$ cat src/design/hex_config.svh
// geometry and bus widths for the hex overlay
// HEX_DATA_BITS must equal HEX_ROWS*HEX_COLS*4 and be a multiple of 32
// HEX_WB_ADDR_BITS must reach the control word at HEX_DATA_BITS/32
`ifndef HEX_CONFIG_SVH
`define HEX_CONFIG_SVH

// frame geometry
`define HEX_ROWS 2          // character rows per frame
`define HEX_COLS 16         // digits per character row
`define HEX_SCANLINES 8     // scanlines per glyph, last one blank
`define HEX_CHAR_PIXELS 6   // 5 glyph pixels + 1 spacer

// displayed value, one nibble per digit
`define HEX_DATA_BITS 128

// wishbone word address, data words then control word
`define HEX_WB_ADDR_BITS 3

`endif

$ cat src/design/hex_pkg.sv
// pixel and glyph types for the hex overlay, RGB332 only
// glyph lines are stored with bit 0 as the leftmost screen pixel
package hex_pkg;

  typedef logic [7:0] color_t;       // RGB332, rrr_ggg_bb
  typedef logic [3:0] nibble_t;      // one hex digit
  typedef logic [4:0] glyph_line_t;  // one glyph scanline, bit 0 leftmost

  // glyph foreground
  localparam color_t COLOR_WHITE = 8'hFF;

  // digit background, indexed by the digit value
  // red steps 20/40/80, green 04/08/10, blue 01/02
  localparam color_t BG_COLORS [16] = '{
    8'h00,  // 0 black
    8'h40,  // 1 dark red
    8'h44,  // 2 dark brown
    8'h48,  // 3 dark yellow
    8'h08,  // 4 dark green
    8'h05,  // 5 dark cyan
    8'h01,  // 6 dark blue
    8'h21,  // 7 dark violet
    8'h45,  // 8 gray
    8'h80,  // 9 light red
    8'h84,  // A orange
    8'h90,  // B light yellow
    8'h10,  // C light green
    8'h0A,  // D light cyan
    8'h02,  // E light blue
    8'h42   // F light violet
  };

endpackage

$ cat src/design/wb_hex_regs.sv
// wishbone classic slave, 32-bit, one wait state per access
// words 0..3 hold the value LSW first, word 4 is control (bit 0 hold)
// unmapped words read 0 and drop writes, no err or rty
`timescale 1ns/100ps
`include "hex_config.svh"

module wb_hex_regs (
  input  logic                          clk,
  input  logic                          arst_n,
  input  logic                          wb_cyc,
  input  logic                          wb_stb,
  input  logic                          wb_we,
  input  logic [`HEX_WB_ADDR_BITS-1:0]  wb_adr,
  input  logic [31:0]                   wb_dat_w,
  input  logic [3:0]                    wb_sel,
  output logic [31:0]                   wb_dat_r,
  output logic                          wb_ack,
  output logic [`HEX_DATA_BITS-1:0]     data_value,
  output logic                          hold
);

  localparam int NUM_WORDS = `HEX_DATA_BITS / 32;
  localparam logic [`HEX_WB_ADDR_BITS-1:0] CTRL_ADR = `HEX_WB_ADDR_BITS'(NUM_WORDS);

  logic [31:0] data_words [NUM_WORDS];
  logic        access;   // cycle accepted this clock
  logic        wr_en;
  logic [31:0] rd_word;

  assign access = wb_cyc && wb_stb && !wb_ack; // ack low means not yet served
  assign wr_en  = access && wb_we;

  // ack follows the request by one clock and drops right after
  always_ff @(posedge clk or negedge arst_n)
  begin
    if (!arst_n)
      wb_ack <= 1'b0;
    else
      wb_ack <= access;
  end

  genvar w;
  generate
    for (w = 0; w < NUM_WORDS; w++)
    begin : g_word
      always_ff @(posedge clk or negedge arst_n)
      begin
        if (!arst_n)
          data_words[w] <= '0;
        else if (wr_en && wb_adr == `HEX_WB_ADDR_BITS'(w))
        begin
          for (int b = 0; b < 4; b++)
            if (wb_sel[b])
              data_words[w][8*b +: 8] <= wb_dat_w[8*b +: 8]; // byte lane b
        end
      end
      assign data_value[32*w +: 32] = data_words[w];
    end
  endgenerate

  // control word, only hold is stored
  always_ff @(posedge clk or negedge arst_n)
  begin
    if (!arst_n)
      hold <= 1'b0;
    else if (wr_en && wb_adr == CTRL_ADR && wb_sel[0])
      hold <= wb_dat_w[0];
  end

  always_comb
  begin
    rd_word = '0; // unmapped default
    for (int i = 0; i < NUM_WORDS; i++)
      if (wb_adr == `HEX_WB_ADDR_BITS'(i))
        rd_word = data_words[i];
    if (wb_adr == CTRL_ADR)
      rd_word = {31'b0, hold};
  end

  // read data valid together with ack
  always_ff @(posedge clk)
  begin
    if (access)
      wb_dat_r <= rd_word;
  end

endmodule

$ cat src/design/glyph_scan_sequencer.sv
// frame walk, one position per pixel_step, no skipping
// next_digit/next_scanline name the digit after the one on screen,
// except before the first step where they name digit (0,0) itself
`timescale 1ns/100ps
`include "hex_config.svh"

module glyph_scan_sequencer (
  input  logic                        clk,
  input  logic                        arst_n,
  input  logic                        pixel_step,
  input  logic [`HEX_DATA_BITS-1:0]   data_value,
  input  logic                        hold,
  output hex_pkg::nibble_t            next_digit,
  output logic [2:0]                  next_scanline,
  output logic                        char_done
);

  localparam int K_W   = $clog2(`HEX_CHAR_PIXELS);
  localparam int COL_W = $clog2(`HEX_COLS);
  localparam int ROW_W = $clog2(`HEX_ROWS);
  localparam int DIG_W = $clog2(`HEX_ROWS * `HEX_COLS);
  localparam logic [K_W-1:0]   LAST_K   = K_W'(`HEX_CHAR_PIXELS - 1);
  localparam logic [COL_W-1:0] LAST_COL = COL_W'(`HEX_COLS - 1);
  localparam logic [2:0]       LAST_SL  = 3'(`HEX_SCANLINES - 1);
  localparam logic [ROW_W-1:0] LAST_ROW = ROW_W'(`HEX_ROWS - 1);

  logic [K_W-1:0]   pix_k;  // pixel within the digit
  logic [COL_W-1:0] col;
  logic [2:0]       sl;
  logic [ROW_W-1:0] row;
  logic             started; // low until the first step after reset
  logic [`HEX_DATA_BITS-1:0] snap;

  logic col_last, sl_last, row_last, last_digit;
  logic [COL_W-1:0] fol_col;
  logic [2:0]       fol_sl;
  logic [ROW_W-1:0] fol_row;
  logic [COL_W-1:0] sel_col;
  logic [2:0]       sel_sl;
  logic [ROW_W-1:0] sel_row;
  logic [DIG_W-1:0] sel_idx;
  logic [`HEX_DATA_BITS-1:0] frame_value, sel_value;

  assign col_last   = (col == LAST_COL);
  assign sl_last    = (sl == LAST_SL);
  assign row_last   = (row == LAST_ROW);
  assign last_digit = col_last && sl_last && row_last; // frame wraps after it
  assign char_done  = pixel_step && (pix_k == LAST_K); // spacer pixel step

  // position of the following digit, raster order
  always_comb
  begin
    fol_col = col_last ? '0 : col + 1'b1;
    fol_sl  = sl;
    fol_row = row;
    if (col_last)
    begin
      fol_sl = sl_last ? '0 : sl + 1'b1;
      if (sl_last)
        fol_row = row_last ? '0 : row + 1'b1;
    end
  end

  // serializer is still empty before the first step, so feed it the current digit
  assign sel_col = started ? fol_col : col;
  assign sel_sl  = started ? fol_sl : sl;
  assign sel_row = started ? fol_row : row;

  // value the next frame will show, frozen while hold is set
  assign frame_value = hold ? snap : data_value;
  // first digit of a frame comes from the value about to be snapshotted
  assign sel_value = (started && last_digit) ? frame_value : snap;

  // leftmost column is the most significant nibble of its row
  assign sel_idx = DIG_W'(sel_row) * DIG_W'(`HEX_COLS) + DIG_W'(LAST_COL - sel_col);
  assign next_digit    = sel_value[{sel_idx, 2'b00} +: 4];
  assign next_scanline = sel_sl;

  always_ff @(posedge clk or negedge arst_n)
  begin
    if (!arst_n)
    begin
      pix_k   <= '0;
      col     <= '0;
      sl      <= '0;
      row     <= '0;
      started <= 1'b0;
      snap    <= '0;
    end
    else if (pixel_step)
    begin
      started <= 1'b1;
      if (pix_k == LAST_K)
      begin
        pix_k <= '0;
        col   <= fol_col;
        sl    <= fol_sl;
        row   <= fol_row;
        if (last_digit)
          snap <= frame_value; // same step loads digit (0,0) into the serializer
      end
      else
        pix_k <= pix_k + 1'b1;
    end
  end

endmodule

$ cat src/design/digit_glyph_decode.sv
// fixed 5x8 font for 0-F plus background lookup, purely combinational
// glyphs are 5x7 with a blank 8th scanline, bit 0 is the left pixel
`timescale 1ns/100ps

module digit_glyph_decode (
  input  hex_pkg::nibble_t      next_digit,
  input  logic [2:0]            next_scanline,
  output hex_pkg::glyph_line_t  next_line,
  output hex_pkg::color_t       next_bg
);

  // one row per digit, scanline 0 first
  // values read mirrored, e.g. 5'h01 lights only the left column
  localparam hex_pkg::glyph_line_t FONT [16][8] = '{
    // 0 with a diagonal stroke
    '{5'h0E, 5'h11, 5'h19, 5'h15,
      5'h13, 5'h11, 5'h0E, 5'h00},
    // 1
    '{5'h04, 5'h06, 5'h04, 5'h04,
      5'h04, 5'h04, 5'h0E, 5'h00},
    // 2
    '{5'h0E, 5'h11, 5'h10, 5'h08,
      5'h04, 5'h02, 5'h1F, 5'h00},
    // 3
    '{5'h1F, 5'h08, 5'h04, 5'h08,
      5'h10, 5'h11, 5'h0E, 5'h00},
    // 4
    '{5'h08, 5'h0C, 5'h0A, 5'h09,
      5'h1F, 5'h08, 5'h08, 5'h00},
    // 5
    '{5'h1F, 5'h01, 5'h0F, 5'h10,
      5'h10, 5'h11, 5'h0E, 5'h00},
    // 6
    '{5'h0C, 5'h02, 5'h01, 5'h0F,
      5'h11, 5'h11, 5'h0E, 5'h00},
    // 7
    '{5'h1F, 5'h10, 5'h08, 5'h04,
      5'h02, 5'h02, 5'h02, 5'h00},
    // 8
    '{5'h0E, 5'h11, 5'h11, 5'h0E,
      5'h11, 5'h11, 5'h0E, 5'h00},
    // 9
    '{5'h0E, 5'h11, 5'h11, 5'h1E,
      5'h10, 5'h08, 5'h06, 5'h00},
    // A
    '{5'h0E, 5'h11, 5'h11, 5'h1F,
      5'h11, 5'h11, 5'h11, 5'h00},
    // B
    '{5'h0F, 5'h11, 5'h11, 5'h0F,
      5'h11, 5'h11, 5'h0F, 5'h00},
    // C
    '{5'h0E, 5'h11, 5'h01, 5'h01,
      5'h01, 5'h11, 5'h0E, 5'h00},
    // D
    '{5'h07, 5'h09, 5'h11, 5'h11,
      5'h11, 5'h09, 5'h07, 5'h00},
    // E
    '{5'h1F, 5'h01, 5'h01, 5'h0F,
      5'h01, 5'h01, 5'h1F, 5'h00},
    // F
    '{5'h1F, 5'h01, 5'h01, 5'h0F,
      5'h01, 5'h01, 5'h01, 5'h00}
  };

  assign next_line = FONT[next_digit][next_scanline];
  assign next_bg   = hex_pkg::BG_COLORS[next_digit]; // colour keyed by digit value

endmodule

$ cat src/design/pixel_serializer.sv
// one registered pixel per pixel_step, latency 1, no back-pressure
// reloads on char_done, i.e. on the spacer step of the digit on screen
`timescale 1ns/100ps

module pixel_serializer (
  input  logic                  clk,
  input  logic                  arst_n,
  input  logic                  pixel_step,
  input  logic                  char_done,
  input  hex_pkg::glyph_line_t  next_line,
  input  hex_pkg::color_t       next_bg,
  output hex_pkg::color_t       pixel_color,
  output logic                  pixel_valid
);

  localparam int LINE_W = $bits(hex_pkg::glyph_line_t);

  logic                  loaded;  // set once the first digit is in
  hex_pkg::glyph_line_t  line_q;  // remaining pixels, bit 0 is next
  hex_pkg::color_t       bg_q;
  hex_pkg::glyph_line_t  src_line;
  hex_pkg::color_t       src_bg;

  // until the first step the decode output stands in for the empty register
  assign src_line = loaded ? line_q : next_line;
  assign src_bg   = loaded ? bg_q : next_bg;

  always_ff @(posedge clk or negedge arst_n)
  begin
    if (!arst_n)
    begin
      loaded      <= 1'b0;
      pixel_valid <= 1'b0;
    end
    else
    begin
      pixel_valid <= pixel_step; // exactly one valid per step
      if (pixel_step)
        loaded <= 1'b1;
    end
  end

  always_ff @(posedge clk)
  begin
    if (pixel_step)
    begin
      pixel_color <= src_line[0] ? hex_pkg::COLOR_WHITE : src_bg;
      if (char_done)
      begin
        line_q <= next_line; // digit after the spacer
        bg_q   <= next_bg;
      end
      else
      begin
        line_q <= {1'b0, src_line[LINE_W-1:1]}; // zero fill, spacer shows bg
        bg_q   <= src_bg;
      end
    end
  end

endmodule

$ cat src/design/hex_display_top.sv
// hex overlay core, wishbone in, one RGB332 pixel per pixel_step out
// pixel order is raster, 2 rows x 16 digits x 8 scanlines x 6 pixels
`timescale 1ns/100ps
`include "hex_config.svh"

module hex_display_top (
  input  logic                          clk,
  input  logic                          arst_n,
  input  logic                          wb_cyc,
  input  logic                          wb_stb,
  input  logic                          wb_we,
  input  logic [`HEX_WB_ADDR_BITS-1:0]  wb_adr,
  input  logic [31:0]                   wb_dat_w,
  input  logic [3:0]                    wb_sel,
  output logic [31:0]                   wb_dat_r,
  output logic                          wb_ack,
  input  logic                          pixel_step,
  output hex_pkg::color_t               pixel_color,
  output logic                          pixel_valid
);

  logic [`HEX_DATA_BITS-1:0] data_value;
  logic                      hold;
  hex_pkg::nibble_t          next_digit;
  logic [2:0]                next_scanline;
  logic                      char_done;
  hex_pkg::glyph_line_t      next_line;
  hex_pkg::color_t           next_bg;

  wb_hex_regs u_regs (
    .clk        (clk),
    .arst_n     (arst_n),
    .wb_cyc     (wb_cyc),
    .wb_stb     (wb_stb),
    .wb_we      (wb_we),
    .wb_adr     (wb_adr),
    .wb_dat_w   (wb_dat_w),
    .wb_sel     (wb_sel),
    .wb_dat_r   (wb_dat_r),
    .wb_ack     (wb_ack),
    .data_value (data_value),
    .hold       (hold)
  );

  // sequencer runs one digit ahead of the serializer
  glyph_scan_sequencer u_seq (
    .clk           (clk),
    .arst_n        (arst_n),
    .pixel_step    (pixel_step),
    .data_value    (data_value),
    .hold          (hold),
    .next_digit    (next_digit),
    .next_scanline (next_scanline),
    .char_done     (char_done)
  );

  digit_glyph_decode u_decode (
    .next_digit    (next_digit),
    .next_scanline (next_scanline),
    .next_line     (next_line),
    .next_bg       (next_bg)
  );

  pixel_serializer u_ser (
    .clk         (clk),
    .arst_n      (arst_n),
    .pixel_step  (pixel_step),
    .char_done   (char_done),
    .next_line   (next_line),
    .next_bg     (next_bg),
    .pixel_color (pixel_color),
    .pixel_valid (pixel_valid)
  );

endmodule

$ cat config.mk
export PLATFORM = sky130hd
export DESIGN_NAME = hex_display_top
export DESIGN_NICKNAME = d
export VERILOG_FILES = /design/src/design/hex_pkg.sv /design/src/design/wb_hex_regs.sv /design/src/design/glyph_scan_sequencer.sv /design/src/design/digit_glyph_decode.sv /design/src/design/pixel_serializer.sv /design/src/design/hex_display_top.sv
export VERILOG_INCLUDE_DIRS = /design/src /design/src/design
export SDC_FILE = /design/constraint.sdc
export NUM_CORES = 1
export LEC_CHECK = 0
export ABC_AREA = 1
export BUFFER_PORTS_ARGS = -buffer_cell sky130_fd_sc_hd__buf_2
export CELL_PAD_IN_SITES_DETAIL_PLACEMENT = 0
export CELL_PAD_IN_SITES_GLOBAL_PLACEMENT = 1
export CORE_ASPECT_RATIO = 0.7
export CORE_MARGIN = 2
export CORE_UTILIZATION = 42
export DETAILED_ROUTE_END_ITERATION = 10
export PLACE_DENSITY_LB_ADDON = 0.1
export SYNTH_ARGS = -nofsm -noshare
export SYNTH_HDL_FRONTEND = slang
export SYNTH_SLANG_ARGS = --single-unit
$ cat constraint.sdc
create_clock -name clk -period 3.9 [get_ports clk]
set_clock_uncertainty 0.15 [all_clocks]
set_input_delay 0.39 -clock clk [delete_from_list [all_inputs] [get_ports clk]]
set_output_delay 0.39 -clock clk [all_outputs]
set_load 0.02 [all_outputs]
==> results.py, run 1 <==
metrics = {
    "status": {
        "outcome": "finished, final reports clean",
    },
    "logic_synthesis": {
        "synthTopCellsByCount": "758 x nand2_1, 316 x o21ai_0, 283 x nand3_1, 271 x dfrtp_1, 155 x inv_1",
        "synth_fa_ha_area_frac": 0.01014,
        "synth_seq_area_share": 0.4847,
        "synth_area_leader_cell": "dfrtp_1",
        "synth_area_per_cell_um2": 7.650,
        "synthArstFlopShare": 0.8364,
        "yosys.area_share.simple": 0.2800,
        "synth_warnings": 0,
        "synthDistinctLibCells": 46,
        "syn_nets": 2317,
        "synthTopCellsByArea": "dfrtp_1 39%, nand2_1 16%, edfxtp_1 9.2%",
        "ys_ff_latch": 324,
        "synth_edf_count": 53,
        "yosysMostFrequentCell": "nand2_1",
        "muxShareOfSynthArea": 0.003477,
        "synth_area_mm2": 0.01727,
        "synth-main-ff-cell": "dfrtp_1",
        "synth-compound-area-share": 0.1458,
        "synth_cells": 2258,
        "synth_top_family_by_area": "simple AND/OR/NAND/NOR gates",
        "synthXorXnorAreaFrac": 0,
        "netlist.area_leader.share": 0.3926,
    },
    "placement": {
        "placed_cell_area_mm2": 0.01872,
        "post-place-cells": 2852,
        "dp_hpwl_mm": 41.69,
        "io_buffers": 86,
        "place.gp.congestion": 0.9296,
        "dp_slack_ps": -14.89,
    },
    "sta": {
        "worstMarginPinSlew_ps": 1212,
        "hold_violations": 0,
        "slew_headroom": 0.1921,
        "finalMaxSlewViolations": 0,
        "min_period_over_period": 0.9601,
        "setup_slack_ps": 155.5,
        "setup_violations": 0,
        "fin_tns_setup_ps": 0,
        "fin_crit_ps": 3745,
        "clock.fmax_mhz": 267.1,
        "worst_hold_slack_ps": 10.28,
    },
    "floorplanning": {
        "design.core.area_mm2": 0.04080,
        "num_rows": 62,
        "die_y_um": 173.7,
        "start_util": 0.4233,
        "die_x_um": 246.4,
        "boundaryPins": 87,
        "die_area_mm2": 0.04279,
    },
    "clock_tree": {
        "cts_buffer_depth": 3,
        "cts_buffers": 36,
        "cts-root-buf": "clkbuf_16",
        "cts_num_sinks": 324,
        "tritoncts": "built",
        "clkLatencyLatePin_ps": 550,
        "htree_levels": 2,
        "clk_pin_slew_worst_paths_ps": 60,
    },
    "pwr": {
        "power.leakage_nw": 9.367,
        "swShare": 0.4205,
        "peakVddDrop_uv": 556.6,
        "switchingPower_mw": 6.154,
        "p_int_mw": 8.482,
        "p_comb_frac": 0.477,
        "total_power_mw": 14.64,
        "pwr-share-seq": 0.268,
        "clockPowerShare": 0.254,
        "powerDensity_mw_per_mm2": 705.8,
    },
    "worst_setup_path": {
        "path_max_fanout": 9,
        "crit_arrival_ps": 3900,
        "reg2regPathDepth": 26,
        "startpoint_type": "register",
        "reg2reg_from": "u_seq.sl[1]",
        "cp.required_ps": 4050,
        "critical_path_class": "reg -> reg",
        "rr_endpoint": "u_ser.line_q[0]",
        "r2r_slack_ps": 160,
        "cp-end-kind": "register",
    },
    "finish": {
        "utilization": 0.5082,
        "areaGrowthSynthToFinish_pct": 20.05,
        "stdcell_area_mm2": 0.02074,
        "fin_nets": 2438,
        "diodes": 0,
        "instances_no_fill": 2951,
        "fillers": 3989,
        "drive_above_1_share": 0.1500,
    },
    "global_routing": {
        "antenna_found_initial": 2,
        "grt_pass1_wl_mm": 93.56,
        "grt_max_degree": 143,
        "grt_pass1_vias": 15150,
        "grt_usage": 0.2833,
        "overflow": 0,
    },
    "detailed_routing": {
        "avgRoutedWirePerCell_um": 20.88,
        "num_vias": 16290,
        "drt_wl_total_mm": 61.61,
        "ant_nets": 0,
        "first_iter_violations": 1635,
        "drcViolationCount": 0,
        "first_pass_iters": 5,
        "drt-vias-per-instance": 5.521,
    },
    "flow_run": {
        "cap_violations": 0,
    },
    "min_path": {
        "min_to": "u_regs.data_value[102]",
        "worstHoldStart": "wb_dat_w[6]",
        "min_path_type": "in -> reg",
        "hold-path-cell-count": 3,
    },
}
-- kinds of logic (layout without fill, tap and decap cells) --
group / Yosys count / after routing
buffers and inverters: 303 / 451
flip-flops: 324 / 324
AND/OR/NAND/NOR: 1153 / 1154
adder cells (fa/ha/maj): 14 / 14
AO/OA/AOI/OAI: 458 / 458
multiplexers: 6 / 6
-- what timing repair did --
item / 4_1_cts / 5_1_grt
setup buffers: 0 / 18
hold buffers: 6 / 0
pin swaps: 0 / 16
resized for setup: 2 / 72
endpoints found under the setup margin: 8 / 19
hold endpoints to repair: 118 / 0
gates cloned: 0 / 9
-- power groups by stage --
stage | clock (mW) | combinational, mW | sequential (mW)
after CTS | 3.78 | 6.11 | 3.92
after detailed placement | 0 | 6.08 | 3.98
after floorplan | 0 | 3.78 | 3.94
after global routing | 3.93 | 7.62 | 3.95
final | 3.72 | 6.99 | 3.92
after global placement | 0 | 6.15 | 3.97
-- placed cells by master, fill, tap and decap left out, types with 3 or more instances in the layout --
master / n
a21oi_1: 17
a221oi_1: 3
a22oi_1: 21
a31oi_1: 45
buf_12: 21
buf_2: 85
buf_4: 97
buf_6: 4
bufinv_16: 6
clkbuf_1: 7
clkbuf_16: 43
clkbuf_8: 5
clkinv_2: 6
clkinvlp_4: 3
dfrtp_1: 270
dlygate4sd3_1: 6
edfxtp_1: 53
ha_1: 8
ha_4: 4
inv_1: 150
inv_2: 9
mux2i_1: 6
nand2_1: 752
nand2_2: 11
nand2_4: 6
nand3_1: 261
nand3_2: 26
nand3_4: 5
nand4_1: 6
nor2_1: 72
nor2_4: 5
o211ai_1: 24
o21ai_0: 308
o21ai_1: 22
o21ai_2: 3
o22ai_1: 3
-- worst max-delay path, stage by stage (launching register included) --
cell	delay, ps
dfrtp_1	350
ha_1	150
ha_2	200
nand2_2	90
inv_2	80
nand3_4	140
buf_12	180
buf_12	120
clkbuf_16	150
nand2_1	70
nand3_1	100
nand3_1	150
nand3_1	100
nand3_1	120
nand3_2	80
nand2_4	140
buf_6	150
ha_4	160
inv_1	60
a21oi_2	150
nand2_1	120
nand3_1	110
nand3_1	110
nand2_1	100
nand2_1	50
nand3_1	70
nand2_1	40
-- layer usage --
layer | share of wire | vias to the layer above | track usage
met1 | 0.50 | 7914 | 0.4586
met5 | 0 | - | 0
met2 | 0.42 | 558 | 0.4022
met4 | 0.015 | 0 | 0.05271
met3 | 0.068 | 69 | 0.03607
li1 | - | 7750 | -
-- sequential cells by signal, summed over array words and instances, names as in the netlist --
| name | flops |
|---|---|
| u_regs.data_value | 128 |
| u_seq.snap | 128 |
| u_regs.wb_dat_r | 32 |
| u_ser.bg_q | 8 |
| u_ser.pixel_color | 8 |
| u_ser.line_q | 5 |
| u_seq.col | 4 |
| u_seq.pix_k | 3 |
| u_seq.sl | 3 |
| u_regs.hold | 1 |
| u_regs.wb_ack | 1 |
| u_seq.row | 1 |
| u_seq.started | 1 |
| u_ser.pixel_valid | 1 |
-- layout make-up --
class | count | area, um2 | share of cell area
clock inverters | 18 | 280.3 | 0.01352
clock buffers | 48 | 996.0 | 0.04803
inverters | 163 | 621.8 | 0.02999
flip-flops and latches | 324 | 8377 | 0.4039
well taps | 544 | 680.7 | 0.03282
repair buffers | 222 | 1897 | 0.09147
multi-input cells | 1632 | 7885 | 0.3802
-- how the worst max path moves through the flow --
| stage | from | end | slack (ps) | depth (start not counted) |
|---|---|---|---|---|
| global placement | u_seq.sl[0] | u_ser.pixel_color[5] | -30 | 24 |
| floorplan | u_seq.sl[0] | u_ser.pixel_color[1] | 210 | 27 |
| CTS | u_seq.sl[0] | u_ser.pixel_color[7] | 1 | 27 |
| global route | u_seq.sl[0] | u_ser.pixel_color[3] | -40 | 24 |
| detailed placement | u_seq.sl[0] | u_ser.pixel_color[6] | -10 | 26 |
| finish | u_seq.sl[1] | u_ser.line_q[0] | 160 | 26 |
Note: power is estimated with default switching activity, not from simulation.
==> run 2, diff against run 1 <==
--- a/config.mk
+++ b/config.mk
@@ -14,6 +14,7 @@
 export CORE_MARGIN = 2
 export CORE_UTILIZATION = 42
 export DETAILED_ROUTE_END_ITERATION = 10
+export GPL_TIMING_DRIVEN = 0
 export PLACE_DENSITY_LB_ADDON = 0.1
 export SYNTH_ARGS = -nofsm -noshare
 export SYNTH_HDL_FRONTEND = slang
==> results.py, run 2 (synthesis results as in run 1) <==
metrics = {
    "placement": {
        "place.gp.congestion": 0.9624,
        "io_buffers": 86,
        "placed_cell_area_mm2": 0.01849,
        "dp_hpwl_mm": 55.31,
        "post-place-cells": 2891,
    },
    "sta": {
        "setup_violations": 2,
        "min_period_over_period": 1.000,
        "hold_violations": 0,
        "clock.fmax_mhz": 256.4,
        "rsz0062_at_grt": "yes",
        "setup_slack_ps": -0.3451,
        "finalMaxSlewViolations": 0,
        "fin_crit_ps": 3900,
        "worstMarginPinSlew_ps": 1314,
        "slew_headroom": 0.1174,
    },
    "detailed_routing": {
        "avgRoutedWirePerCell_um": 24.45,
        "drt-vias-per-instance": 5.824,
        "drcViolationCount": 0,
        "ant_nets": 0,
        "first_iter_violations": 2396,
        "first_pass_iters": 6,
        "num_vias": 17520,
        "drt_wl_total_mm": 73.54,
    },
    "global_routing": {
        "overflow": 0,
        "antenna_found_initial": 4,
        "grt_pass1_wl_mm": 106.1,
        "grt_usage": 0.3396,
        "grt_pass1_vias": 15620,
        "grt_max_degree": 117,
    },
    "worst_setup_path": {
        "cp-end-kind": "register",
        "rr_endpoint": "u_ser.pixel_color[4]",
        "reg2regPathDepth": 27,
        "crit_arrival_ps": 4030,
        "r2r_slack_ps": -0.3,
        "startpoint_type": "register",
        "critical_path_class": "reg -> reg",
        "path_max_fanout": 8,
        "reg2reg_from": "u_seq.sl[0]",
        "cp.required_ps": 4030,
    },
    "min_path": {
        "worstHoldStart": "wb_dat_w[24]",
        "hold-path-cell-count": 3,
        "min_to": "u_regs.data_value[24]",
        "min_path_type": "in -> reg",
    },
    "floorplanning": {
        "design.core.area_mm2": 0.04080,
        "num_rows": 62,
        "boundaryPins": 87,
        "die_area_mm2": 0.04279,
        "die_x_um": 246.4,
        "start_util": 0.4233,
        "die_y_um": 173.7,
    },
    "clock_tree": {
        "tritoncts": "built",
        "cts_buffers": 37,
        "cts-root-buf": "clkbuf_16",
        "clk_pin_slew_worst_paths_ps": 60,
        "cts_num_sinks": 324,
        "htree_levels": 2,
        "clkLatencyLatePin_ps": 540,
        "cts_buffer_depth": 3,
    },
    "status": {
        "outcome": "finished, violations left",
        "violations": "setup timing",
    },
    "pwr": {
        "power.leakage_nw": 9.347,
        "p_comb_frac": 0.491,
        "peakVddDrop_uv": 670.2,
        "swShare": 0.4497,
        "powerDensity_mw_per_mm2": 714.5,
        "switchingPower_mw": 6.753,
        "pwr-share-seq": 0.269,
        "clockPowerShare": 0.240,
        "p_int_mw": 8.262,
    },
    "finish": {
        "instances_no_fill": 3008,
        "drive_above_1_share": 0.1635,
        "fin_nets": 2490,
        "final_cell_mix": "735 x nand2_1, 295 x o21ai_0, 270 x dfrtp_1",
        "utilization": 0.5150,
        "stdcell_area_mm2": 0.02102,
        "areaGrowthSynthToFinish_pct": 21.66,
        "fillers": 4070,
        "final_common_cell": "nand2_1",
    },
    "flow_run": {
        "cap_violations": 0,
    },
}
run 2: cell count changes in the layout (fill, tap and decap cells not counted), sizes merged:
cell,before,now
clkinvlp,3,2
buf,209,177
dlygate4sd3,6,4
inv,163,167
diode,0,5
clkbuf,55,142
bufinv,6,3
nand2,769,768
run 2: layout make-up:
class / instances / area [um2] / share of cell area
Clock buffer: 49 / 1023 / 0.04870
Timing Repair Buffer: 135 / 993.5 / 0.04727
Sequential cell: 324 / 8374 / 0.3985
Inverter: 163 / 623.1 / 0.02965
Buffer: 139 / 890.9 / 0.04239
Multi-Input combinational cell: 1631 / 8219 / 0.3911
Tap cell: 544 / 680.7 / 0.03239
Clock inverter: 18 / 197.7 / 0.009407
Antenna cell: 5 / 12.51 / 0.0005954
run 2: critical path, stage by stage, from the launching register on:
cell and delay, ps:
dfrtp_1 400, ha_2 190, ha_4 160, nand2_2 70
inv_2 50, nand3_4 130, clkinv_4 120, buf_12 160
buf_12 140, clkbuf_16 150, o21ai_2 110, nand3_1 100
nand3_1 120, nand3_2 100, nand3_2 100, nand2_4 120
inv_6 110, buf_4 120, ha_4 140, inv_1 40
nand2_1 90, nand2_1 70, nand2_1 80, nand2_1 70
nand3_2 110, nand3_4 140, nand3_4 200, nand3_1 80
run 2: how the worst max path moves through the flow:
stage,start,to,slack (ps)
2_1_floorplan,u_seq.sl[0],u_ser.pixel_color[1],210
3_3_place_gp,arst_n,u_seq.pix_k[0],-3120
3_5_place_dp,u_seq.sl[0],u_ser.pixel_color[1],-1010
4_1_cts,u_seq.sl[0],u_ser.line_q[0],6
5_1_grt,u_seq.sl[1],u_ser.pixel_color[3],-120
6_report,u_seq.sl[0],u_ser.pixel_color[4],-0.3
run 2: repair_timing:
| item | 4_1_cts | 5_1_grt |
|---|---|---|
| resized for setup | 89 | 145 |
| cloned | 0 | 5 |
| setup endpoints to repair | 141 | 46 |
| endpoints found under the hold margin | 59 | 0 |
| setup buffers | 15 | 22 |
| hold buffers | 4 | 0 |
| pin swaps | 9 | 37 |
run 2: through the flow:
step           worst slack, ps  hold slack [ps]  TNS [ps]  power [mW]
5_1_grt                 -115.8            17.13     -1202       15.67
2_1_floorplan            206.5           -55.59         0       7.714
4_1_cts                  6.419            3.197         0       13.91
3_3_place_gp             -3120            315.8   -935270       9.801
3_5_place_dp             -1014            199.9   -108780       9.769
6_report               -0.3451            9.252   -0.6262       15.02
run 2: layer usage:
layer / share of wire / track usage / vias up
met5: 0.00018 / 0 / -
met4: 0.026 / 0.08559 / 2
met3: 0.13 / 0.09861 / 113
met2: 0.38 / 0.4264 / 971
met1: 0.47 / 0.5526 / 8540
li1: - / - / 7892
run 2: power groups by stage:
stage                     sequential [mW]  clock [mW]  combinational (mW)
after CTS                            4.01        3.64                6.27
after floorplan                      3.94           0                3.78
after global placement               4.06           0                5.74
after detailed placement             4.07           0                5.70
after global routing                 4.05        3.77                7.85
final                                4.03        3.61                7.37
